**src/verilog/texConfPkg.sv**
```systemverilog
// Texture configuration
`default_nettype none

package texConfPkg;

    // Largest side is 256 texels
    localparam int MAX_SIZE_LOG2 = 8;

    // Levels 0 to 8 need four bits
    localparam int LOD_BITS = 4;

    // Full chain of a 256x256 texture is 87381 texels
    localparam int ADDR_BITS = 17;

    // Per axis behavior outside 0.0 to 1.0
    typedef enum logic {
        WRAP_REPEAT = 1'b0,
        WRAP_CLAMP  = 1'b1
    } wrapMode_t;

    // Static texture setup, held while pixels flow
    typedef struct packed {
        // Mip selection on, else level 0 always
        logic      mipEnable;
        // Side lengths as log2, 0 to 8
        logic [3:0] widthLog2;
        logic [3:0] heightLog2;
        wrapMode_t wrapS;
        wrapMode_t wrapT;
        logic      reserved;
    } texConf_t;

endpackage

`default_nettype wire

```
**src/verilog/texFormatPkg.sv**
```systemverilog
// Texel coordinate formats
`default_nettype none

package texFormatPkg;

    // S16.15 layout
    localparam int FRAC_BITS = 15;
    localparam int INT_BITS = 16;

    // Base level index width, one bit per size doubling
    localparam int IDX_BITS = texConfPkg::MAX_SIZE_LOG2;

    // Field view of an S16.15 word, used by wrapping
    typedef struct packed {
        logic                sign;
        logic [INT_BITS-1:0] intPart;
        logic [FRAC_BITS-1:0] frac;
    } coordFields_t;

    // Raw view for subtraction, field view for wrapping
    typedef union packed {
        logic signed [31:0] raw;
        coordFields_t       fields;
    } texCoord_t;

    // One pixel and its diagonal screen space neighbor
    typedef struct packed {
        logic      valid;
        texCoord_t s;
        texCoord_t t;
        // Neighbor at x+1, y+1, only used for the level
        texCoord_t sXy;
        texCoord_t tXy;
    } pixelIn_t;

    // Wrapped base level texel indices
    typedef struct packed {
        logic                valid;
        logic [IDX_BITS-1:0] u;
        logic [IDX_BITS-1:0] v;
    } texelIdx_t;

    // Linear address inside the packed mip chain
    typedef struct packed {
        logic                                 valid;
        logic [texConfPkg::LOD_BITS-1:0]      lod;
        logic [texConfPkg::ADDR_BITS-1:0]     addr;
    } texelAddr_t;

endpackage

`default_nettype wire

```
**src/verilog/lodCalculator.sv**
```systemverilog
// Mip level of detail calculator
`timescale 1ns/1ps
`default_nettype none

module lodCalculator
(
    input  logic                            aclk,
    input  logic                            rstN,
    input  logic                            ce,
    input  texConfPkg::texConf_t            conf,
    input  texFormatPkg::pixelIn_t          pixel,
    output logic [texConfPkg::LOD_BITS-1:0] lod,
    output logic                            lodValid
);
    import texFormatPkg::*;
    import texConfPkg::*;

    logic signed [31:0]   diffS;
    logic signed [31:0]   diffT;
    logic [FRAC_BITS-1:0] magS;
    logic [FRAC_BITS-1:0] magT;
    logic [IDX_BITS-1:0]  footS;
    logic [IDX_BITS-1:0]  footT;
    logic [IDX_BITS-1:0]  footprint;
    logic [LOD_BITS-1:0]  lodNext;

    // Screen space derivative along the diagonal
    assign diffS = pixel.s.raw - pixel.sXy.raw;
    assign diffT = pixel.t.raw - pixel.tXy.raw;

    // Magnitude of the fraction part only
    assign magS = diffS[31] ? (~diffS[FRAC_BITS-1:0]) + 15'd1 : diffS[FRAC_BITS-1:0];
    assign magT = diffT[31] ? (~diffT[FRAC_BITS-1:0]) + 15'd1 : diffT[FRAC_BITS-1:0];

    // Top fraction bits scaled to texels of each axis
    assign footS = magS[FRAC_BITS-1 -: IDX_BITS] >> (4'(MAX_SIZE_LOG2) - conf.widthLog2);
    assign footT = magT[FRAC_BITS-1 -: IDX_BITS] >> (4'(MAX_SIZE_LOG2) - conf.heightLog2);

    // Either axis may set the footprint
    assign footprint = footS | footT;

    // Highest set bit plus one, zero footprint stays on level 0
    always_comb
    begin
        lodNext = '0;
        for (int i = 0; i < IDX_BITS; i++)
        begin
            if (footprint[i])
            begin
                lodNext = LOD_BITS'(i + 1);
            end
        end
    end

    always_ff @(posedge aclk)
    begin
        if (!rstN)
        begin
            lod      <= '0;
            lodValid <= 1'b0;
        end
        else if (ce)
        begin
            // Mipmapping off pins the base level
            lod      <= conf.mipEnable ? lodNext : '0;
            lodValid <= pixel.valid;
        end
    end

    // Size logs beyond 256 would underflow the shift above
    sizeLogInRange: assert property (@(posedge aclk) disable iff (!rstN)
        (ce && pixel.valid) |->
            (conf.widthLog2 <= MAX_SIZE_LOG2) && (conf.heightLog2 <= MAX_SIZE_LOG2))
        else $error("lodCalculator: texture size log out of range");

endmodule

`default_nettype wire

```
**src/verilog/mipAddressGen.sv**
```systemverilog
// Mip chain address generator
`timescale 1ns/1ps
`default_nettype none

module mipAddressGen
(
    input  logic                            aclk,
    input  logic                            rstN,
    input  logic                            ce,
    input  texConfPkg::texConf_t            conf,
    input  logic [texConfPkg::LOD_BITS-1:0] lod,
    input  logic                            lodValid,
    input  texFormatPkg::texelIdx_t         idx,
    output texFormatPkg::texelAddr_t        result
);
    import texFormatPkg::*;
    import texConfPkg::*;

    logic [3:0]           maxLog;
    logic [LOD_BITS-1:0]  lodClamped;
    logic [ADDR_BITS-1:0] levelBase;
    logic [3:0]           levelWidthLog;
    logic [IDX_BITS-1:0]  uScaled;
    logic [IDX_BITS-1:0]  vScaled;
    logic [ADDR_BITS-1:0] addrNext;

    // Side log at a given level, a side never drops below one texel
    function automatic logic [3:0] levelLog
    (
        input logic [3:0] sizeLog2,
        input logic [3:0] level
    );
        return (sizeLog2 > level) ? sizeLog2 - level : 4'd0;
    endfunction

    // Last level is the 1x1 one, reached by the longer side
    assign maxLog     = (conf.widthLog2 > conf.heightLog2) ? conf.widthLog2 : conf.heightLog2;
    assign lodClamped = (lod > maxLog) ? maxLog : lod;

    // Chain offset is the area of every finer level
    always_comb
    begin : baseSum
        logic [4:0] areaLog;
        levelBase = '0;
        areaLog   = '0;
        for (int k = 0; k < MAX_SIZE_LOG2; k++)
        begin
            if (k < lodClamped)
            begin
                areaLog   = {1'b0, levelLog(conf.widthLog2, 4'(k))} +
                            {1'b0, levelLog(conf.heightLog2, 4'(k))};
                levelBase = levelBase + (ADDR_BITS'(1) << areaLog);
            end
        end
    end

    // Base level indices down to the selected level
    assign levelWidthLog = levelLog(conf.widthLog2, lodClamped);
    assign uScaled       = idx.u >> lodClamped;
    assign vScaled       = idx.v >> lodClamped;

    // Row major inside the level
    assign addrNext = levelBase + (ADDR_BITS'(vScaled) << levelWidthLog) + ADDR_BITS'(uScaled);

    always_ff @(posedge aclk)
    begin
        if (!rstN)
        begin
            result <= '0;
        end
        else if (ce)
        begin
            result.valid <= lodValid && idx.valid;
            result.lod   <= lodClamped;
            result.addr  <= addrNext;
        end
    end

    // Both parallel stages see the same pixel on the same edge
    stagesAligned: assert property (@(posedge aclk) disable iff (!rstN)
        lodValid == idx.valid)
        else $error("mipAddressGen: level and index stages out of step");

endmodule

`default_nettype wire

```
**src/verilog/texelWrap.sv**
```systemverilog
// Texel coordinate wrapper
`timescale 1ns/1ps
`default_nettype none

module texelWrap
(
    input  logic                    aclk,
    input  logic                    rstN,
    input  logic                    ce,
    input  texConfPkg::texConf_t    conf,
    input  texFormatPkg::pixelIn_t  pixel,
    output texFormatPkg::texelIdx_t idx
);
    import texFormatPkg::*;
    import texConfPkg::*;

    logic [IDX_BITS-1:0] uNext;
    logic [IDX_BITS-1:0] vNext;

    // One axis, repeat or clamp to edge
    function automatic logic [IDX_BITS-1:0] wrapAxis
    (
        input texCoord_t  coord,
        input wrapMode_t  mode,
        input logic [3:0] sizeLog2
    );
        logic [IDX_BITS-1:0] scaled;
        logic [IDX_BITS:0]   lastIdx;
        // Fraction as texels, two's complement gives repeat for free
        scaled = IDX_BITS'(coord.fields.frac >> (4'(FRAC_BITS) - sizeLog2));
        lastIdx = (9'd1 << sizeLog2) - 9'd1;
        if (mode == WRAP_REPEAT)
        begin
            return scaled;
        end
        // Below 0.0
        if (coord.fields.sign)
        begin
            return '0;
        end
        // At or above 1.0
        if (coord.fields.intPart != '0)
        begin
            return lastIdx[IDX_BITS-1:0];
        end
        return scaled;
    endfunction

    assign uNext = wrapAxis(pixel.s, conf.wrapS, conf.widthLog2);
    assign vNext = wrapAxis(pixel.t, conf.wrapT, conf.heightLog2);

    always_ff @(posedge aclk)
    begin
        if (!rstN)
        begin
            idx.valid <= 1'b0;
        end
        else if (ce)
        begin
            idx.valid <= pixel.valid;
            idx.u     <= uNext;
            idx.v     <= vNext;
        end
    end

    // Indices never leave the base level
    idxInTexture: assert property (@(posedge aclk) disable iff (!rstN)
        idx.valid |->
            ({1'b0, idx.u} < (9'd1 << conf.widthLog2)) &&
            ({1'b0, idx.v} < (9'd1 << conf.heightLog2)))
        else $error("texelWrap: index outside texture");

endmodule

`default_nettype wire

```
**src/verilog/textureLodUnit.sv**
```systemverilog
// Texture sampling front end
`timescale 1ns/1ps
`default_nettype none

module textureLodUnit
(
    input  logic                     aclk,
    input  logic                     rstN,
    // Low stalls the whole pipeline
    input  logic                     ce,
    input  texConfPkg::texConf_t     conf,
    input  texFormatPkg::pixelIn_t   pixel,
    output texFormatPkg::texelAddr_t result
);
    import texFormatPkg::*;
    import texConfPkg::*;

    // Stage one outputs, aligned on the same enabled edge
    logic [LOD_BITS-1:0] lod;
    logic                lodValid;
    texelIdx_t           idx;

    // Level from the neighbor difference
    lodCalculator lodCalc0
    (
        .aclk     (aclk),
        .rstN     (rstN),
        .ce       (ce),
        .conf     (conf),
        .pixel    (pixel),
        .lod      (lod),
        .lodValid (lodValid)
    );

    // Base level indices of the rendered pixel
    texelWrap texelWrap0
    (
        .aclk  (aclk),
        .rstN  (rstN),
        .ce    (ce),
        .conf  (conf),
        .pixel (pixel),
        .idx   (idx)
    );

    // Second stage joins both into one address
    mipAddressGen mipAddrGen0
    (
        .aclk     (aclk),
        .rstN     (rstN),
        .ce       (ce),
        .conf     (conf),
        .lod      (lod),
        .lodValid (lodValid),
        .idx      (idx),
        .result   (result)
    );

endmodule

`default_nettype wire
```
**config.mk**
```make
export PLATFORM = sky130hd
export DESIGN_NAME = textureLodUnit
export DESIGN_NICKNAME = d
export VERILOG_FILES = /design/src/verilog/texConfPkg.sv /design/src/verilog/texFormatPkg.sv /design/src/verilog/lodCalculator.sv /design/src/verilog/mipAddressGen.sv /design/src/verilog/texelWrap.sv /design/src/verilog/textureLodUnit.sv
export SDC_FILE = /design/constraint.sdc
export NUM_CORES = 1
export LEC_CHECK = 0
export BUFFER_PORTS_ARGS = -buffer_cell sky130_fd_sc_hd__buf_2
export CAP_MARGIN = 20
export CORE_MARGIN = 2
export CORE_UTILIZATION = 69
export CTS_CLUSTER_DIAMETER = 80
export CTS_CLUSTER_SIZE = 30
export DETAILED_ROUTE_END_ITERATION = 6
export PLACE_DENSITY = 0.9
export SYNTH_ARGS = -nofsm -noshare
export SYNTH_HDL_FRONTEND = slang
export SYNTH_HIERARCHICAL = 1
export SYNTH_SLANG_ARGS = --single-unit
```
**constraint.sdc**
```tcl
create_clock -name aclk -period 37.1 [get_ports aclk]
set_input_delay 5.565 -clock aclk [delete_from_list [all_inputs] [get_ports aclk]]
set_output_delay 5.565 -clock aclk [all_outputs]
set_load 0.01 [all_outputs]
```
==> results of run 1 <==
==> cell families (layout without fill, tap and decap cells) <==
kind of cell,after synthesis,after routing
XOR/XNOR,155,155
buffers and inverters,295,378
AO/OA/AOI/OAI,787,787
AND/OR/NAND/NOR,1119,1119
multiplexers,107,107
flip-flops,44,44
adder cells (fa/ha/maj),294,294
==> worst max-delay path: cells and delay by family <==
family,cells,cell delay [ns]
buffers and inverters,7,1.96
xor gates and xnor gates,12,2.61
and+or+nand+nor,15,3.46
AOI/OAI and AO/OA,27,5.65
muxes,3,1.00
adders and majority gates,12,4.01
==> stage by stage <==
stage | instance area (um^2) | worst slack, ns | power, uW | hold slack [ns] | instances
after floorplan | 19600 | 16.72 | 626 | 0.470 | 2801
after CTS | 20600 | 13.50 | 841 | 0.495 | 3260
after global routing | 20700 | 12.26 | 936 | 0.529 | 3262
after detailed placement | 20500 | 13.24 | 784 | 0.487 | 3252
final | 20700 | 12.99 | 859 | 0.499 | 3262
after global placement | 20500 | 13.77 | 754 | 0.457 | 3252
==> cells in the mapped netlist, drive strengths merged, types with 8 or more instances <==
library cell  count  area share [%]
nor2            332             6.4
nand2           267             5.1
ha              266              17
a21oi           236             6.1
inv             185             3.5
o21ai           164             4.3
xnor2           102             4.6
nor3             86             2.3
clkbuf           72             1.7
nand3            68             1.7
mux2i            60             3.1
nand2b           60             2.0
a21o             58             2.2
nor2b            56             1.8
xor2             51             2.4
a211oi           40             1.7
mux2             37             2.2
buf              34            0.92
and2             32             1.0
or2              31            0.99
nand4            30            0.99
and3             29            0.96
dfxtp            28             2.9
fa               27             2.8
o21a             27             1.0
a31oi            26            0.83
o211ai           26             1.0
o31ai            26             1.1
or3              25            0.80
o21bai           22            0.84
nor4             21            0.77
a21boi           19            0.75
nand3b           19            0.73
a211o            16            0.72
edfxtp           16             2.5
or4              16            0.67
a221oi           14            0.66
nor3b            12            0.46
nor4b            12            0.64
o22ai            11            0.35
mux4             10             1.1
and4              8            0.36
==> power by group through the flow <==
stage	combinational (uW)	sequential, uW	clock, uW
after floorplan	558	68.1	0
after global placement	688	65.4	0
after detailed placement	718	65.8	0
after CTS	730	64.8	45.8
after global routing	822	65.9	47.9
final	748	64.9	45.5
==> sequential cells by signal (all words and copies together) (netlist names) <==
name and count:
lodCalc0/lod 4, lodCalc0/lodValid 1, texelWrap0/idx 17, mipAddrGen0/result 22
==> layer usage <==
layer	share of wire (%)	vias up	track usage, %
li1	-	10400	-
met4	4.6	0	15.4
met5	0	-	0
met3	6.3	203	2.40
met1	40	9928	42.7
met2	49	966	66.2
==> worst max path at each step <==
stage                        endpoint  slack, ns
3_3_place_gp   mipAddrGen0/result[16]      13.77
6_report       mipAddrGen0/result[16]      12.99
5_1_grt        mipAddrGen0/result[16]      12.26
3_5_place_dp   mipAddrGen0/result[16]      13.24
4_1_cts        mipAddrGen0/result[16]      13.50
2_1_floorplan  mipAddrGen0/result[16]      16.72
==> final cells by class <==
class | count | area [um^2] | share of cell area, %
clock buffer | 5 | 125 | 0.605
sequential | 44 | 1040 | 5.04
clock inverter | 3 | 23.8 | 0.115
multi-input combinational | 2462 | 17300 | 83.8
timing repair buffer | 181 | 968 | 4.68
inverter | 189 | 709 | 3.43
tap | 378 | 473 | 2.29
==> metrics, run 1 <==
Skew-Pair Late Insertion Delay between 0.2 and 0.3 ns; sequential share of the synthesized area around 5.3%; CP Launch Type primary input; HPWL after DPL 45.3 mm; die width between 150 and 200 um; CTS Sinks 44; Compound-Gate Fraction of Synth Area 26.6%; status completed; die height around 170 um; post-CTS resize count 0; RR Endpoint mipAddrGen0/result[16]; main combinational cell family by area after synthesis simple AND/OR/NAND/NOR gates; Clock transition at path regs ~0.07 ns; largest net degree at the start of global routing 58; CTS Hold Bufs 0; reg2reg setup slack roughly 21 ns; commonest non-fill, non-tap cells in the layout nor2_1, nand2_1, ha_1, a21oi_1, inv_1; Setup Fix Bufs, Post-CTS 0; relative slew slack between 30% and 40%; worst setup path class primary input to register; fin nets ~3.3k; cell-internal power 384 uW; Worst EP required 37.28 ns; Warnings, synthesis 6; total number of vias roughly 21k; TritonCTS clock tree yes; fin crit share ~65%; FF-to-FF path depth 69; TNS Setup 0 ns; row count just over 60; worst slew pin tran ~0.99 ns; GPL Wtd Cong slightly below 1; initial antenna violation count 1; RSZ-0062 raised after global routing no; Final Critical Period between 20 and 25 ns; worst r2r src lodCalc0/lod[2]; global-route wire length before repair about 93 mm; Antenna diodes 0; total congestion overflow 0; Post-synth EDFFs 16; Remaining DRCs 0; GRT Overall Usage 35.8%; fin util 74.2%; part of the power in combinational logic 87.1%; Hold Fails Final Rpt 0; synthesized instance count between 2k and 3k; Post-synth ARST share 0%; post-synthesis mux area share 6.44%; post-synthesis sequential element count 44; fin. max-slew vios 0; clock root cell clkbuf_16; setup violators final 0; core area around 28,000 um^2; Port Buffer Count about 160; mean post-synth cell area around 7 um^2; syn_nets 3,238; Synth Area in XOR/XNOR approximately 7.2%; CP max stage cell inv_1; layout cells sized above 1 between 10 and 15%; die area 29,800 um^2; final wirelength about 56 mm; sw frac a little under three fifths; initial DRC count approximately 1.8k; critical path launch point conf[6]; worst path arrival time 24.29 ns; drt wl/cell about 17 um; Leakage 0.00969 uW; WHS Path Cells 2; synthesized-area fraction occupied by adder cells 19.8%; Peak VDD IR a little over 40 uV; P_sw ~470 uW; io pins approximately 170; Hold Path Class register to register; via/cell ratio 6.58; worst hold endpoint mipAddrGen0/result[21]; vias in the first global route 20.5k; Clock Tree Buf Depth 2; first-pass detailed-route iteration total 7; hold wc startpoint mipAddrGen0/result[21]; Area Growth Syn to Fin 5.49%; Power Dens Cells a little over 40 nW/um^2; max-cap viol count 0; Starting Density 70.3%; Synth Cell Area ~20,000 um^2; Worst Clk Skew just over 0.009 ns; # fillers about 2.2k; Distinct cells, synth between 100 and 150; H-Tree Level Count 2; commonest non-fill, non-tap cell in the layout nor2_1; critical path capture point type register; Clock Power Share 5.3%; Synth Area in Simple Gates 28.5%; Final ANT Viol Nets 0; CP max stage delay about 0.55 ns; FMAX between 40 and 50 MHz; number of buffers created by CTS 5; most frequently used flop master after synthesis dfxtp_1; Critical Path Fanout Max 35; Sequential Power Share under 10%
No activity file was read; power rests on OpenSTA's default activity.
==> run 2, diff against run 1 <==
--- a/config.mk
+++ b/config.mk
@@ -5,14 +5,15 @@
 export SDC_FILE = /design/constraint.sdc
 export NUM_CORES = 1
 export LEC_CHECK = 0
+export ABC_AREA = 1
 export BUFFER_PORTS_ARGS = -buffer_cell sky130_fd_sc_hd__buf_2
 export CAP_MARGIN = 20
 export CORE_MARGIN = 2
-export CORE_UTILIZATION = 69
+export CORE_UTILIZATION = 64
 export CTS_CLUSTER_DIAMETER = 80
 export CTS_CLUSTER_SIZE = 30
 export DETAILED_ROUTE_END_ITERATION = 6
-export PLACE_DENSITY = 0.9
+export PLACE_DENSITY = 0.85
 export SYNTH_ARGS = -nofsm -noshare
 export SYNTH_HDL_FRONTEND = slang
 export SYNTH_HIERARCHICAL = 1
==> constraint.sdc (replaced) <==
create_clock -name aclk -period 25.2 [get_ports aclk]
set_input_delay 3.78 -clock aclk [delete_from_list [all_inputs] [get_ports aclk]]
set_output_delay 3.78 -clock aclk [all_outputs]
set_load 0.01 [all_outputs]
==> run 2 against run 1 <==
Against the previous run:
- clock power is 91% higher
- power is 44% higher
- global-route usage is 1.7 points lower
- sequential share of layout area is 0.071 points higher
- final area is 1.4% lower
- clock skew is 0.0014 ns higher
- synthesized cell count is 24% higher
- critical path type unchanged
- critical endpoint unchanged
- largest power group unchanged
==> metrics, run 2 <==
FF-to-FF path depth 76; GRT Overall Usage between 30% and 40%; relative slew slack between 30% and 40%; # fillers around 2.7k; initial antenna violation count 3; number of buffers created by CTS 5; total congestion overflow 0; Post-synth ARST share 0%; synth cell count leaders nand2_1, inv_1, nor2_1, nand3_1, ha_1; global-route wire length before repair approximately 92 mm; fin. max-slew vios 0; area share of the largest cell type after synthesis between 10% and 20%; initial DRC count ~1.7k; commonest non-fill, non-tap cell in the layout nand2_1; HPWL after DPL 45.2 mm; worst slew pin tran just over 1 ns; TritonCTS clock tree yes; Sequential cell area 1040 um^2; most frequently used flop master after synthesis dfxtp_1; first-pass detailed-route iteration total 6; die area around 31,000 um^2; RSZ-0062 raised after global routing no; clock root cell clkbuf_16; post-CTS resize count 0; Pwr Total ~1200 uW; status completed; setup violators final 0; CP max stage cell clkinv_1; fin util 68.8%; H-Tree Level Count 2; max-cap viol count 0; pre-CTS WS about 6.4 ns; die width 177 um; Distinct cells, synth 65; largest net degree at the start of global routing 44; critical path capture point type register; Hold Path Class register to register; area leader, netlist nand2_1; Final Critical Period 18.85 ns; post-synthesis sequential element count 44; FMAX roughly 53 MHz; CTS Sinks 44; synthesized instance count between 3k and 4k; CP max stage delay 0.50 ns; Worst Clk Skew between 0.01 and 0.015 ns; max reg flops 22; via/cell ratio around 5.6; biggest regs mipAddrGen0/result: 22 flops, texelWrap0/idx: 17 flops, lodCalc0/lod: 4 flops; Leakage approximately 0.012 uW; Critical Path Fanout Max 39; mean post-synth cell area approximately 5.5 um^2; Clock Tree Buf Depth 2; total number of vias between 20k and 25k; core area 29,600 um^2; die height 177 um; row count 63; fin crit share roughly three quarters; syn_nets roughly 3.9k; Port Buffer Count 164; GPL Wtd Cong roughly 1.0; fin nets ~4.0k; worst setup path class primary input to register; Largest Register mipAddrGen0/result; Antenna diodes 0; final wirelength about 54 mm; Remaining DRCs 0; Hold Fails Final Rpt 0; final worst setup slack approximately 6.3 ns; most frequent cell after synthesis nand2_1; Warnings, synthesis 6; TNS Setup 0 ns; Peak VDD IR roughly 55 uV; Clock transition at path regs approximately 0.070 ns; Area Growth Syn to Fin 6.04%; layout cells sized above 1 slightly below 9%; io pins 166; sequential share of the synthesized area 5.42%; vias in the first global route 21.1k; Worst EP required between 20 and 30 ns; CTS Hold Bufs 0; Starting Density between 60% and 70%; Setup Fix Bufs, Post-CTS 0; drt wl/cell about 14 um; largest cells by area after synthesis nand2_1, ha_1, inv_1; footprint of the multi-input gates 15,700 um^2; worst path arrival time 19.05 ns; Power Dens Cells approximately 60 nW/um^2; commonest non-fill, non-tap cells in the layout nand2_1, inv_1, nor2_1, nand3_1, ha_1; Synth Cell Area a little under 20,000 um^2; Skew-Pair Late Insertion Delay approximately 0.29 ns; WHS Path Cells 2; Final ANT Viol Nets 0; Post-synth EDFFs 16; CP Launch Type primary input
[run 2: per-stage QoR]
stage          instances  hold WS, ns  area [um^2]
4_1_cts             3969        0.484        20400
3_5_place_dp        3961        0.475        20200
5_1_grt             3969        0.512        20400
3_3_place_gp        3961        0.456        20200
6_report            3969        0.484        20400
2_1_floorplan       3469        0.455        19200
[run 2: report_power, final]
part           switching [uW]  leakage, uW  total [uW]  internal [uW]
combinational             688       0.0113        1050            362
sequential               7.25     0.000380        95.7           88.5
clock                    28.2     0.000100        87.0           58.8
total                     724       0.0118        1230            510
[run 2: routing by layer]
metal | up-vias | track usage [%] | share of wire [%]
li1 | 11300 | - | -
met4 | 6 | 13.9 | 3.7
met1 | 10100 | 40.3 | 41
met2 | 807 | 63.0 | 49
met5 | - | 0 | 0.064
met3 | 164 | 2.93 | 6.3
[run 2: path summary, 6_finish.rpt]
kind                                      start                endpoint  slack, ns
worst max-delay path                    conf[7]  mipAddrGen0/result[16]       6.35
worst min-delay path            lodCalc0/lod[0]         lodCalc0/lod[0]       0.48
worst max register to register  lodCalc0/lod[1]  mipAddrGen0/result[16]      11.36
worst min register to register  lodCalc0/lod[0]         lodCalc0/lod[0]       0.48
[run 2: layout make-up]
cell class                 count  share of cell area [%]
clock buffer                   7                   0.859
inverter                     543                    10.0
multi-input combinational   2815                    77.3
sequential                    44                    5.11
clock inverter                 1                   0.147
timing repair buffer         169                    4.21
tap                          390                    2.39
[run 2: kinds of logic after synthesis]
family,share of synthesized area (%)
muxes,0.0521
AOI/OAI and AO/OA,13.9
adders and majority gates,20.1
xor gates and xnor gates,4.83
DFF,5.42
and+or+nand+nor,43.0
buffers and inverters,12.7
[run 2: critical path, delay by kind of cell]
kind | cells | cell delay [ns]
AND/OR/NAND/NOR | 30 | 3.56
AO/OA/AOI/OAI | 21 | 4.40
XOR/XNOR | 7 | 1.16
adder cells (fa/ha/maj) | 12 | 4.03
buffers and inverters | 15 | 2.11
